File: config.mk
export PLATFORM = sky130hd
export DESIGN_NAME = gomoku_node_top
export DESIGN_NICKNAME = d
export VERILOG_FILES = /design/src/logic/gomoku_pkg.sv /design/src/logic/five_check.sv /design/src/logic/move_gen.sv /design/src/logic/search_node.sv /design/src/logic/gomoku_node_top.sv
export SDC_FILE = /design/constraint.sdc
export NUM_CORES = 1
export LEC_CHECK = 0
export BUFFER_PORTS_ARGS = -buffer_cell sky130_fd_sc_hd__buf_2
export CAP_MARGIN = 20
export CORE_MARGIN = 4
export CORE_UTILIZATION = 35
export DETAILED_ROUTE_END_ITERATION = 6
export PLACE_DENSITY = 0.51
export SYNTH_ARGS = -nofsm -noshare
export SYNTH_HDL_FRONTEND = slang
export SYNTH_SLANG_ARGS = --single-unit
File: constraint.sdc
create_clock -name i_clk -period 7.11 [get_ports i_clk]
set_input_delay 1.422 -clock i_clk [delete_from_list [all_inputs] [get_ports i_clk]]
set_output_delay 1.422 -clock i_clk [all_outputs]
set_load 0.005 [all_outputs]
File: src/logic/gomoku_pkg.sv
package gomoku_pkg;

	// signed scores with black as the maximiser
	localparam int SCORE_W = 32;

	localparam logic signed [SCORE_W-1:0] SCORE_WIN = 32'sd1000000;
	localparam logic signed [SCORE_W-1:0] SCORE_MAX = {1'b0, {(SCORE_W - 1){1'b1}}};
	localparam logic signed [SCORE_W-1:0] SCORE_MIN = -SCORE_MAX;	// negation stays in range

	localparam int WIN_LEN = 5;

	typedef enum logic [2:0] {
		NS_IDLE,
		NS_GEN,		// waiting on move_gen
		NS_DISPATCH,	// child strobe out
		NS_WAIT,	// child is scoring
		NS_FINISH
	} node_state_t;

	typedef enum logic [1:0] {
		GS_IDLE,
		GS_SCAN,
		GS_HOLD,	// candidate out until the next request
		GS_DONE
	} gen_state_t;

endpackage

File: src/logic/five_check.sv
`timescale 1ns/1ps

module five_check import gomoku_pkg::*; #(
	parameter int BOARD_N = 9,
	localparam int CELLS = BOARD_N * BOARD_N
) (
	input  logic [CELLS-1:0] i_board_black,
	input  logic [CELLS-1:0] i_board_white,
	output logic             o_black_five,
	output logic             o_white_five
);

// true if any WIN_LEN line of set bits exists in the bitmap
function automatic logic has_five(input logic [CELLS-1:0] bm);
	logic found;
	logic run;
	int dr;
	int dc;
	int er;
	int ec;
	found = 1'b0;
	for (int r = 0; r < BOARD_N; r++) begin
		for (int c = 0; c < BOARD_N; c++) begin
			// 0 row, 1 column, 2 diagonal, 3 anti-diagonal
			for (int d = 0; d < 4; d++) begin
				dr = (d == 0) ? 0 : 1;
				dc = (d == 1) ? 0 : ((d == 3) ? -1 : 1);
				er = r + dr * (WIN_LEN - 1);
				ec = c + dc * (WIN_LEN - 1);
				if (er < BOARD_N && ec >= 0 && ec < BOARD_N) begin
					run = 1'b1;
					for (int k = 0; k < WIN_LEN; k++)
						run = run & bm[(r + dr * k) * BOARD_N + c + dc * k];
					found = found | run;
				end
			end
		end
	end
	return found;
endfunction

assign o_black_five = has_five(i_board_black);
assign o_white_five = has_five(i_board_white);

endmodule

File: src/logic/move_gen.sv
`timescale 1ns/1ps

module move_gen import gomoku_pkg::*; #(
	parameter int BOARD_N = 9,
	localparam int CW = $clog2(BOARD_N + 1),
	localparam int CELLS = BOARD_N * BOARD_N
) (
	input  logic             i_clk,
	input  logic             i_rst_n,
	input  logic             i_start,
	input  logic             i_next,
	input  logic [CELLS-1:0] i_board_black,
	input  logic [CELLS-1:0] i_board_white,
	output logic             o_cand_valid,
	output logic [CW-1:0]    o_cand_x,		// column
	output logic [CW-1:0]    o_cand_y,		// row
	output logic             o_scan_done
);

gen_state_t state;
logic [CW-1:0] scan_x, scan_y;
logic [CW-1:0] next_x, next_y;
logic [CELLS-1:0] occupied;
logic board_empty;
logic last_cell;
logic qualifies;

assign occupied    = i_board_black | i_board_white;
assign board_empty = ~|occupied;
assign last_cell   = (scan_x == CW'(BOARD_N - 1)) && (scan_y == CW'(BOARD_N - 1));

// row-major step
assign next_x = (scan_x == CW'(BOARD_N - 1)) ? '0 : scan_x + 1'b1;
assign next_y = (scan_x == CW'(BOARD_N - 1)) ? scan_y + 1'b1 : scan_y;

always_comb begin
	int nx;
	int ny;
	logic near;
	near = 1'b0;
	for (int dy = -1; dy <= 1; dy++) begin
		for (int dx = -1; dx <= 1; dx++) begin
			nx = int'(scan_x) + dx;
			ny = int'(scan_y) + dy;
			if ((dx != 0 || dy != 0) && nx >= 0 && nx < BOARD_N && ny >= 0 && ny < BOARD_N)
				near = near | occupied[ny * BOARD_N + nx];
		end
	end
	if (board_empty)	// only the centre on an empty board
		qualifies = (scan_x == CW'(BOARD_N / 2)) && (scan_y == CW'(BOARD_N / 2));
	else
		qualifies = near & ~occupied[int'(scan_y) * BOARD_N + int'(scan_x)];
end

always_ff @(posedge i_clk or negedge i_rst_n) begin
	if (!i_rst_n) begin
		state        <= GS_IDLE;
		scan_x       <= '0;
		scan_y       <= '0;
		o_cand_valid <= 1'b0;
		o_cand_x     <= '0;
		o_cand_y     <= '0;
		o_scan_done  <= 1'b0;
	end else begin
		o_cand_valid <= 1'b0;
		o_scan_done  <= 1'b0;
		if (i_start) begin	// restart from any state
			state  <= GS_SCAN;
			scan_x <= '0;
			scan_y <= '0;
		end else begin
			case (state)
				GS_SCAN: begin
					if (qualifies) begin
						o_cand_valid <= 1'b1;
						o_cand_x     <= scan_x;
						o_cand_y     <= scan_y;
						state        <= GS_HOLD;
					end else if (last_cell) begin
						o_scan_done <= 1'b1;
						state       <= GS_DONE;
					end else begin
						scan_x <= next_x;
						scan_y <= next_y;
					end
				end
				GS_HOLD: begin
					if (i_next) begin
						if (last_cell) begin
							o_scan_done <= 1'b1;
							state       <= GS_DONE;
						end else begin
							scan_x <= next_x;
							scan_y <= next_y;
							state  <= GS_SCAN;
						end
					end
				end
				GS_DONE: state <= GS_IDLE;
				default: state <= GS_IDLE;
			endcase
		end
	end
end

endmodule

File: src/logic/search_node.sv
`timescale 1ns/1ps

module search_node import gomoku_pkg::*; #(
	parameter int BOARD_N = 9,
	localparam int CW = $clog2(BOARD_N + 1),
	localparam int CELLS = BOARD_N * BOARD_N
) (
	input  logic                      i_clk,
	input  logic                      i_rst_n,
	input  logic                      i_start,
	input  logic                      i_turn,		// 0 black, 1 white
	input  logic signed [SCORE_W-1:0] i_bound,
	input  logic [CELLS-1:0]          i_board_black,
	input  logic [CELLS-1:0]          i_board_white,
	input  logic                      i_black_five,
	input  logic                      i_white_five,
	input  logic                      i_cand_valid,
	input  logic [CW-1:0]             i_cand_x,
	input  logic [CW-1:0]             i_cand_y,
	input  logic                      i_scan_done,
	input  logic                      i_child_done,
	input  logic signed [SCORE_W-1:0] i_child_score,
	output logic                      o_gen_start,
	output logic                      o_gen_next,
	output logic                      o_child_start,
	output logic [CW-1:0]             o_child_x,
	output logic [CW-1:0]             o_child_y,
	output logic [CELLS-1:0]          o_child_board_black,
	output logic [CELLS-1:0]          o_child_board_white,
	output logic                      o_done,
	output logic signed [SCORE_W-1:0] o_score,
	output logic [CW-1:0]             o_best_x,
	output logic [CW-1:0]             o_best_y,
	output logic                      o_best_valid
);

localparam int IW = $clog2(CELLS);

node_state_t state;
logic signed [SCORE_W-1:0] best;
logic signed [SCORE_W-1:0] new_best;
logic [CW-1:0] best_x, best_y;
logic best_valid;
logic [IW-1:0] cand_idx;
logic [CELLS-1:0] move_bit;
logic take;
logic cut;

assign cand_idx = IW'(i_cand_y) * IW'(BOARD_N) + IW'(i_cand_x);
assign move_bit = {{(CELLS - 1){1'b0}}, 1'b1} << cand_idx;

// ties go to the later child
assign take     = !best_valid || (i_turn ? (i_child_score <= best) : (i_child_score >= best));
assign new_best = take ? i_child_score : best;
assign cut      = i_turn ? (new_best <= i_bound) : (new_best >= i_bound);

always_ff @(posedge i_clk or negedge i_rst_n) begin
	if (!i_rst_n) begin
		state         <= NS_IDLE;
		o_gen_start   <= 1'b0;
		o_gen_next    <= 1'b0;
		o_child_start <= 1'b0;
		o_done        <= 1'b0;
		o_score       <= '0;
		o_best_x      <= '0;
		o_best_y      <= '0;
		o_best_valid  <= 1'b0;
		best          <= '0;
		best_x        <= '0;
		best_y        <= '0;
		best_valid    <= 1'b0;
	end else begin
		o_gen_start   <= 1'b0;
		o_gen_next    <= 1'b0;
		o_child_start <= 1'b0;
		o_done        <= 1'b0;
		case (state)
			NS_IDLE: begin
				if (i_start) begin
					if (i_black_five || i_white_five) begin	// game already over
						o_done       <= 1'b1;
						o_score      <= i_black_five ? SCORE_WIN : -SCORE_WIN;
						o_best_valid <= 1'b0;
					end else begin
						o_gen_start <= 1'b1;
						best        <= i_turn ? SCORE_MAX : SCORE_MIN;
						best_valid  <= 1'b0;
						state       <= NS_GEN;
					end
				end
			end
			NS_GEN: begin
				if (i_cand_valid) begin
					o_child_start <= 1'b1;
					state         <= NS_DISPATCH;
				end else if (i_scan_done) begin
					state <= NS_FINISH;
				end
			end
			NS_DISPATCH: state <= NS_WAIT;
			NS_WAIT: begin
				if (i_child_done) begin
					best       <= new_best;
					best_valid <= 1'b1;
					if (take) begin
						best_x <= o_child_x;
						best_y <= o_child_y;
					end
					if (cut)	// alpha-beta
						state <= NS_FINISH;
					else begin
						o_gen_next <= 1'b1;
						state      <= NS_GEN;
					end
				end
			end
			NS_FINISH: begin
				o_done       <= 1'b1;
				o_score      <= best_valid ? best : '0;
				o_best_x     <= best_x;
				o_best_y     <= best_y;
				o_best_valid <= best_valid;
				state        <= NS_IDLE;
			end
			default: state <= NS_IDLE;
		endcase
	end
end

// board copy with the move in the mover's colour
always_ff @(posedge i_clk) begin
	if (state == NS_GEN && i_cand_valid) begin
		o_child_x           <= i_cand_x;
		o_child_y           <= i_cand_y;
		o_child_board_black <= i_turn ? i_board_black : (i_board_black | move_bit);
		o_child_board_white <= i_turn ? (i_board_white | move_bit) : i_board_white;
	end
end

endmodule

File: src/logic/gomoku_node_top.sv
`timescale 1ns/1ps

module gomoku_node_top import gomoku_pkg::*; #(
	parameter int BOARD_N = 9,
	localparam int CW = $clog2(BOARD_N + 1),
	localparam int CELLS = BOARD_N * BOARD_N
) (
	input  logic                      i_clk,
	input  logic                      i_rst_n,
	// parent side
	input  logic                      i_start,
	input  logic                      i_turn,
	input  logic signed [SCORE_W-1:0] i_bound,
	input  logic [CELLS-1:0]          i_board_black,
	input  logic [CELLS-1:0]          i_board_white,
	output logic                      o_done,
	output logic signed [SCORE_W-1:0] o_score,
	output logic [CW-1:0]             o_best_x,
	output logic [CW-1:0]             o_best_y,
	output logic                      o_best_valid,
	// child side
	output logic                      o_child_start,
	output logic [CW-1:0]             o_child_x,
	output logic [CW-1:0]             o_child_y,
	output logic [CELLS-1:0]          o_child_board_black,
	output logic [CELLS-1:0]          o_child_board_white,
	input  logic                      i_child_done,
	input  logic signed [SCORE_W-1:0] i_child_score
);

logic black_five, white_five;
logic gen_start, gen_next;
logic cand_valid, scan_done;
logic [CW-1:0] cand_x, cand_y;

five_check #(.BOARD_N(BOARD_N)) u_five_check (
	.i_board_black (i_board_black),
	.i_board_white (i_board_white),
	.o_black_five  (black_five),
	.o_white_five  (white_five)
);

move_gen #(.BOARD_N(BOARD_N)) u_move_gen (
	.i_clk         (i_clk),
	.i_rst_n       (i_rst_n),
	.i_start       (gen_start),
	.i_next        (gen_next),
	.i_board_black (i_board_black),
	.i_board_white (i_board_white),
	.o_cand_valid  (cand_valid),
	.o_cand_x      (cand_x),
	.o_cand_y      (cand_y),
	.o_scan_done   (scan_done)
);

search_node #(.BOARD_N(BOARD_N)) u_search_node (
	.i_clk               (i_clk),
	.i_rst_n             (i_rst_n),
	.i_start             (i_start),
	.i_turn              (i_turn),
	.i_bound             (i_bound),
	.i_board_black       (i_board_black),
	.i_board_white       (i_board_white),
	.i_black_five        (black_five),
	.i_white_five        (white_five),
	.i_cand_valid        (cand_valid),
	.i_cand_x            (cand_x),
	.i_cand_y            (cand_y),
	.i_scan_done         (scan_done),
	.i_child_done        (i_child_done),
	.i_child_score       (i_child_score),
	.o_gen_start         (gen_start),
	.o_gen_next          (gen_next),
	.o_child_start       (o_child_start),
	.o_child_x           (o_child_x),
	.o_child_y           (o_child_y),
	.o_child_board_black (o_child_board_black),
	.o_child_board_white (o_child_board_white),
	.o_done              (o_done),
	.o_score             (o_score),
	.o_best_x            (o_best_x),
	.o_best_y            (o_best_y),
	.o_best_valid        (o_best_valid)
);

endmodule

=== Word level (Yosys, flattened, before mapping) ===
Cells that the tools add are included.
W data, S select, Z words.

* Bits in latches: 0
* Word-level logic and storage cells: 1638
* ROM bits: 0
* Input bits: 231
* Output and inout bits: 213
* Flip-flop bits (word level): 279
* Bits in writable memories: 0
* Memories kept: 0

* Div/mod/pow operators: 0
* Add/sub/neg operators: 16
* Shifts and indexed selects: 1
* Magnitude comparators: 25
* Bitwise logic cells: 1411
* Eq/ne operators: 18
* Multiply operators: 4
* Reduce and logical (&&, ||, !) cells: 37
* Muxes and demuxes: 102

{| class="wikitable"
|+ Operators with widths
! kind !! number
|-
| $and A1 B1 Y1 || 1121
|-
| $lt A32 B9 Y1 const B || 9
|-
| $mux W32 || 9
|-
| $or A1 B1 Y1 || 285
|-
| $or A81 B81 Y81 || 3
|-
| $add A32 B32 Y32 || 6
|-
| $mux W81 || 2
|-
| $ge A32 B1 Y1 const B || 4
|-
| $lt A32 B5 Y1 const B || 4
|-
| $pmux W32 S2 || 2
|-
| $add A32 B5 Y32 || 3
|-
| $reduce_or A81 Y1 || 1
|-
| $shl A1 B7 Y81 const A || 1
|-
| $ge A32 B32 Y1 || 2
|-
| $le A32 B32 Y1 || 2
|-
| $mul A32 B5 Y32 const B || 2
|-
| $bmux W1 S7 || 9
|-
| $mux W1 || 51
|-
| $mux W4 || 10
|-
| $logic_and A1 B1 Y1 || 22
|-
| $mux W3 || 6
|-
| $pmux W4 S2 || 2
|-
| $add A5 B1 Y6 const B || 2
|-
| $pmux W3 S4 || 1
|-
| other kinds (32) || 55
|}

=== Longest topological paths before layout ===
* Word-level depth: 147
* Depth in mapped cells: 24
* Mapped depth without buffers: 23

=== Modules after synthesis ===
From an unflattened synthesis, not the netlist that was laid out.

* Cells, all modules: 2601
* Area total of the unflattened synthesis: 24125.6 µm²

{| class="wikitable"
|+ Modules (own cells, without submodules)
! module !! seq. area each (µm²) !! times used !! area an instance (µm²) !! cells each
|-
| search_node || 7332.0 || 1 || 13346.6 || 1166
|-
| move_gen || 500.5 || 1 || 8403.1 || 1035
|-
| five_check || 0.0 || 1 || 2376.0 || 400
|}

=== Worst setup path after synthesis ===
Ideal clock, no wire load.

* Path type: input port to flip-flop
* Start: in i_child_score[31]
* End: reg u_search_node.state[2]
* Path buffers: 1
* Stages: 23
* Setup slack: 0.761 ns
* Data required time: 7.010 ns
* Setup time: 0.100 ns
* Arrival time: 6.249 ns
* Cell sequence: ha_1 nand3_1 or3_1 nor4_1 nand4_1 a21oi_1 nor4_1 nand3_1 nor3b_2 clkbuf_1 mux2_2 ha_1 a21o_1 a21o_1 a21o_1 a21o_1 a21o_1 a21o_1 a221oi_1 o31a_1 xnor2_1 a32oi_1 nor4bb_1

* Cells in the longest elaborated chain, start to end: 9
* Elaborated cells between the ends (all ways): 11
* Those cells by class: 4 x order compare; 6 x mux; 1 x reduce/logical

{| class="wikitable"
|+ RTL lines
! item !! line !! RTL
|-
| from (decl) || gomoku_node_top.sv:28 || <nowiki>input logic signed [SCORE_W-1:0] i_child_score</nowiki>
|-
| $ge A32 B32 Y1 or $le A32 B32 Y1 (tied branches) || search_node.sv:53 || <nowiki>assign take = !best_valid || (i_turn ? (i_child_score <= best) : (i_child_score >= best));</nowiki>
|-
| $mux W1 || search_node.sv:53 ||
|-
| $logic_or A1 B1 Y1 || search_node.sv:53 ||
|-
| $mux W32 (*) || search_node.sv:54 || <nowiki>assign new_best = take ? i_child_score : best;</nowiki>
|-
| $ge A32 B32 Y1 or $le A32 B32 Y1 (tied branches) || search_node.sv:55 || <nowiki>assign cut = i_turn ? (new_best <= i_bound) : (new_best >= i_bound);</nowiki>
|-
| $mux W1 (*) || search_node.sv:55 ||
|-
| $mux W3 (*) || search_node.sv:109 || <nowiki>if (cut)</nowiki>
|-
| $mux W3 (*) || search_node.sv:102 || <nowiki>if (i_child_done) begin</nowiki>
|-
| $pmux W3 S4 (*) || search_node.sv:77 || <nowiki>case (state)</nowiki>
|-
| to (signal assigned) || search_node.sv:59 || <nowiki>state <= NS_IDLE;</nowiki>
|-
| to (signal assigned) || search_node.sv:110 || <nowiki>state <= NS_FINISH;</nowiki>
|-
| to (signal assigned) || search_node.sv:113 || <nowiki>state <= NS_GEN;</nowiki>
|-
| to (decl) || search_node.sv:39 || <nowiki>node_state_t state;</nowiki>
|}

Mark *: on every way between the ends. The rest lies on a longest branch, timed or not. The select of a mux whose other input is x is not followed.
A chain may end at the register's enable or synchronous reset.

=== Worst setup path in the final report ===
Same ends and word-level chain as after synthesis.

==> results.cfg <==
[outcome]
status = finished clean

[floorplanning]
die_x_um = 264
core_area_mm2 = 0.0648
fp.dieArea_mm2 = 0.0699
ios = 444
die_h_um = 264
num_rows = 93
start_util = 0.355

[clock_network]
path_clk_slew_ps = 60
clock_path_buffers = 3
cts-buffers-inserted = 34
cts_sinks = 279
postCtsSetupBuffers = 0
cts_hold_buf = 0
cts_root_buf = clkbuf_16
htreeDepth = 2
cts_tree = built
clk-insertion-delay-late_ps = 570

[synth]
ys_warn_count = 0
syn_avg_cell_area_um2 = 9.66
synth-edff-count = 170
synth_nets = 2758
synth.distinct_cells = 84
ys_seq_elements = 279
synthArstFlopShare = 0.391
postSynthCellCount = 2381
syn-cell-area_mm2 = 0.0230
seq_area_frac_synth = 0.340
ys.flop_type = edfxtp_1

[grt]
grt_overflow = 0
track_usage = 0.350
grt_pass1_vias = 23086
antenna_found_initial = 14
grt_pass1_wl_um = 178000
grt_max_degree = 155

[sta]
fin_skew_ps = 32.6
tightestPinTransition_ps = 1170
slew_violations = 0
setup_viol = 0
finalSetupTns_ps = 0
min_period_ps = 6600
min_period_over_period = 0.928
relSlewSlack = 0.220
final_hold_viol_count = 0
max_freq_mhz = 152
rsz0062_at_grt = no

[power]
sw_frac_of_total = 0.453
internal-power_mw = 5.36
p_sw_mw = 4.44
powerDensity_mw_per_mm2 = 363
clkPwrFrac = 0.170
power_frac_seq = 0.192
leakagePower_nw = 11.6
power_frac_comb = 0.638
peakVddDrop_mv = 0.603

[run]
max-cap-violations = 0

[critical_path]
cp-endpoint = u_search_node.state[2]
crit_type = in -> reg
r2r_setup_slack_ps = 980
cp-startpoint = i_child_score[31]
r2r_start = u_move_gen.scan_y[0]
cp-start-kind = input pin
end_kind = flip-flop
rr_worst_depth = 18
r2r-end = u_move_gen.o_cand_x[3]
worstPathArrival_ps = 7030
crit_fanout = 8
required_ps = 7550

[layout]
layout_commonest_cell = buf_2
n_fill_cell = 6473
finalNetCount = 3098
drive_above_1_share = 0.249
layout_common_cells = 442 x buf_2, 170 x edfxtp_1, 163 x nor2_1
synthToLayoutAreaGrowth_pct = 17.2
final_area_mm2 = 0.0270

[route]
drtAntennaViolNets = 0
drc_errors = 0
first_iter_violations = 3342
vias = 23968
viasPerCell = 6.66
first_pass_iters = 7
wirelength_um = 129000
wl_per_cell_um = 35.9

[placement]
io_buffers = 443
postPlaceCellArea_mm2 = 0.0259
gp_congestion = 1.03
hpwl_um = 100000

[min_path]
hold_class = reg -> reg
cell families after synthesis:
| kind of cell | after synthesis | share of synthesized area |
|---|---|---|
| muxes | 186 | 0.133 |
| xor gates and xnor gates | 76 | 0.0289 |
| adders and majority gates | 146 | 0.0833 |
| and+or+nand+nor | 783 | 0.174 |
| AOI/OAI and AO/OA | 617 | 0.188 |
| buffers and inverters | 294 | 0.0511 |
| DFF | 279 | 0.340 |
through the flow:
stage | util | worst slack (ps) | total power [mW] | instances | hold slack, ps
after floorplan | - | 761 | 6.27 | 2381 | 449
after global placement | 0.400 | 30.7 | 7.95 | 3540 | 465
after detailed placement | 0.400 | -115 | 8.02 | 3540 | 469
after CTS | 0.416 | 398 | 9.72 | 3598 | 482
after global routing | 0.416 | 88.2 | 10.3 | 3598 | 497
final | 0.416 | 515 | 9.80 | 3600 | 486
per-layer routing:
layer | vias to the layer above | share of wire | global-route usage
li1 | 9839 | - | -
met1 | 11979 | 0.40 | 0.475
met2 | 1720 | 0.43 | 0.531
met3 | 422 | 0.11 | 0.0890
met4 | 8 | 0.053 | 0.152
met5 | - | 0.00043 | 0
worst min-delay path by stage:
stage / from / end / slack [ps] / cells after the start
CTS: u_search_node.o_best_valid / u_search_node.o_best_valid / 480 / 1
global placement: u_search_node.o_best_valid / u_search_node.o_best_valid / 470 / 1
detailed placement: u_search_node.o_best_valid / u_search_node.o_best_valid / 470 / 1
finish: u_search_node.o_best_valid / u_search_node.o_best_valid / 490 / 1
global route: u_search_node.o_best_valid / u_search_node.o_best_valid / 500 / 1
floorplan: u_move_gen.o_cand_x[3] / u_search_node.o_child_x[3] / 450 / 0
flip-flops by register name (all words and copies together), names as in the netlist, 4 cells and up:
name / flops
u_search_node.o_child_board_black: 81
u_search_node.o_child_board_white: 81
u_search_node.best: 32
u_search_node.o_score: 32
u_move_gen.o_cand_x: 4
u_move_gen.o_cand_y: 4
u_move_gen.scan_x: 4
u_move_gen.scan_y: 4
u_search_node.best_x: 4
u_search_node.best_y: 4
u_search_node.o_best_x: 4
u_search_node.o_best_y: 4
u_search_node.o_child_x: 4
u_search_node.o_child_y: 4
synthesized netlist by cell type (10+ instances only):
cell | number | share of area
edfxtp_1 | 170 | 0.22
nor2_1 | 166 | 0.027
nand2_1 | 160 | 0.026
a21oi_1 | 158 | 0.034
ha_1 | 134 | 0.073
nand4_1 | 124 | 0.034
inv_1 | 123 | 0.020
clkbuf_1 | 121 | 0.020
nor3_1 | 110 | 0.024
dfrtp_1 | 109 | 0.12
a21o_1 | 103 | 0.034
mux4_2 | 83 | 0.081
o21bai_1 | 82 | 0.027
nand3_1 | 79 | 0.017
o21ai_0 | 59 | 0.013
a221o_1 | 56 | 0.024
mux2_2 | 55 | 0.027
xnor2_1 | 41 | 0.016
buf_2 | 38 | 0.0083
mux2i_1 | 36 | 0.016
xor2_1 | 35 | 0.013
a22oi_1 | 25 | 0.0082
nor4_1 | 25 | 0.0068
and3_1 | 23 | 0.0063
nand2b_1 | 16 | 0.0044
nor2b_1 | 16 | 0.0044
and4_1 | 14 | 0.0053
o2111ai_1 | 14 | 0.0053
fa_1 | 12 | 0.010
o22ai_1 | 11 | 0.0030
a221oi_1 | 10 | 0.0038
final cells by class:
class,instances,area (um2),area share
Multi-Input combinational cell,1808,14100,0.522
Sequential cell,279,7830,0.290
Timing Repair Buffer,473,2470,0.0916
Tap cell,855,1070,0.0397
Clock buffer,45,913,0.0339
Inverter,125,469,0.0174
Clock inverter,13,139,0.00515
Antenna cell,2,5.00,0.000186
worst max-delay path, stage by stage:
cell      delay (ps)
buf_2            120
ha_1             330
nand3_1          120
or3_1            450
nor4_2           380
buf_4            170
nand4_1          110
a21oi_1          230
nor4_1           120
nand3_1          100
nor3b_4          240
buf_12           160
mux2_2           330
ha_1             290
a21o_1           190
a21o_1           180
a21oi_1          180
o21ai_0          110
a221oi_1         290
o21ai_0          150
a221oi_1         480
o31a_1           230
xnor2_1          100
a32oi_1          240
nor4bb_1         310
power by group through the flow:
stage	clock network (mW)	registers, mW	logic, mW
2_1_floorplan	0	1.88	4.39
3_3_place_gp	0	1.91	6.04
3_5_place_dp	0	1.91	6.11
4_1_cts	1.70	1.88	6.14
5_1_grt	1.77	1.89	6.60
6_report	1.67	1.88	6.25
what timing repair did:
action,4_1_cts,5_1_grt
gates resized for setup,0,1
endpoints found under the hold margin,0,0
setup endpoints to repair,0,1
No activity file was read; power rests on OpenSTA's default activity.
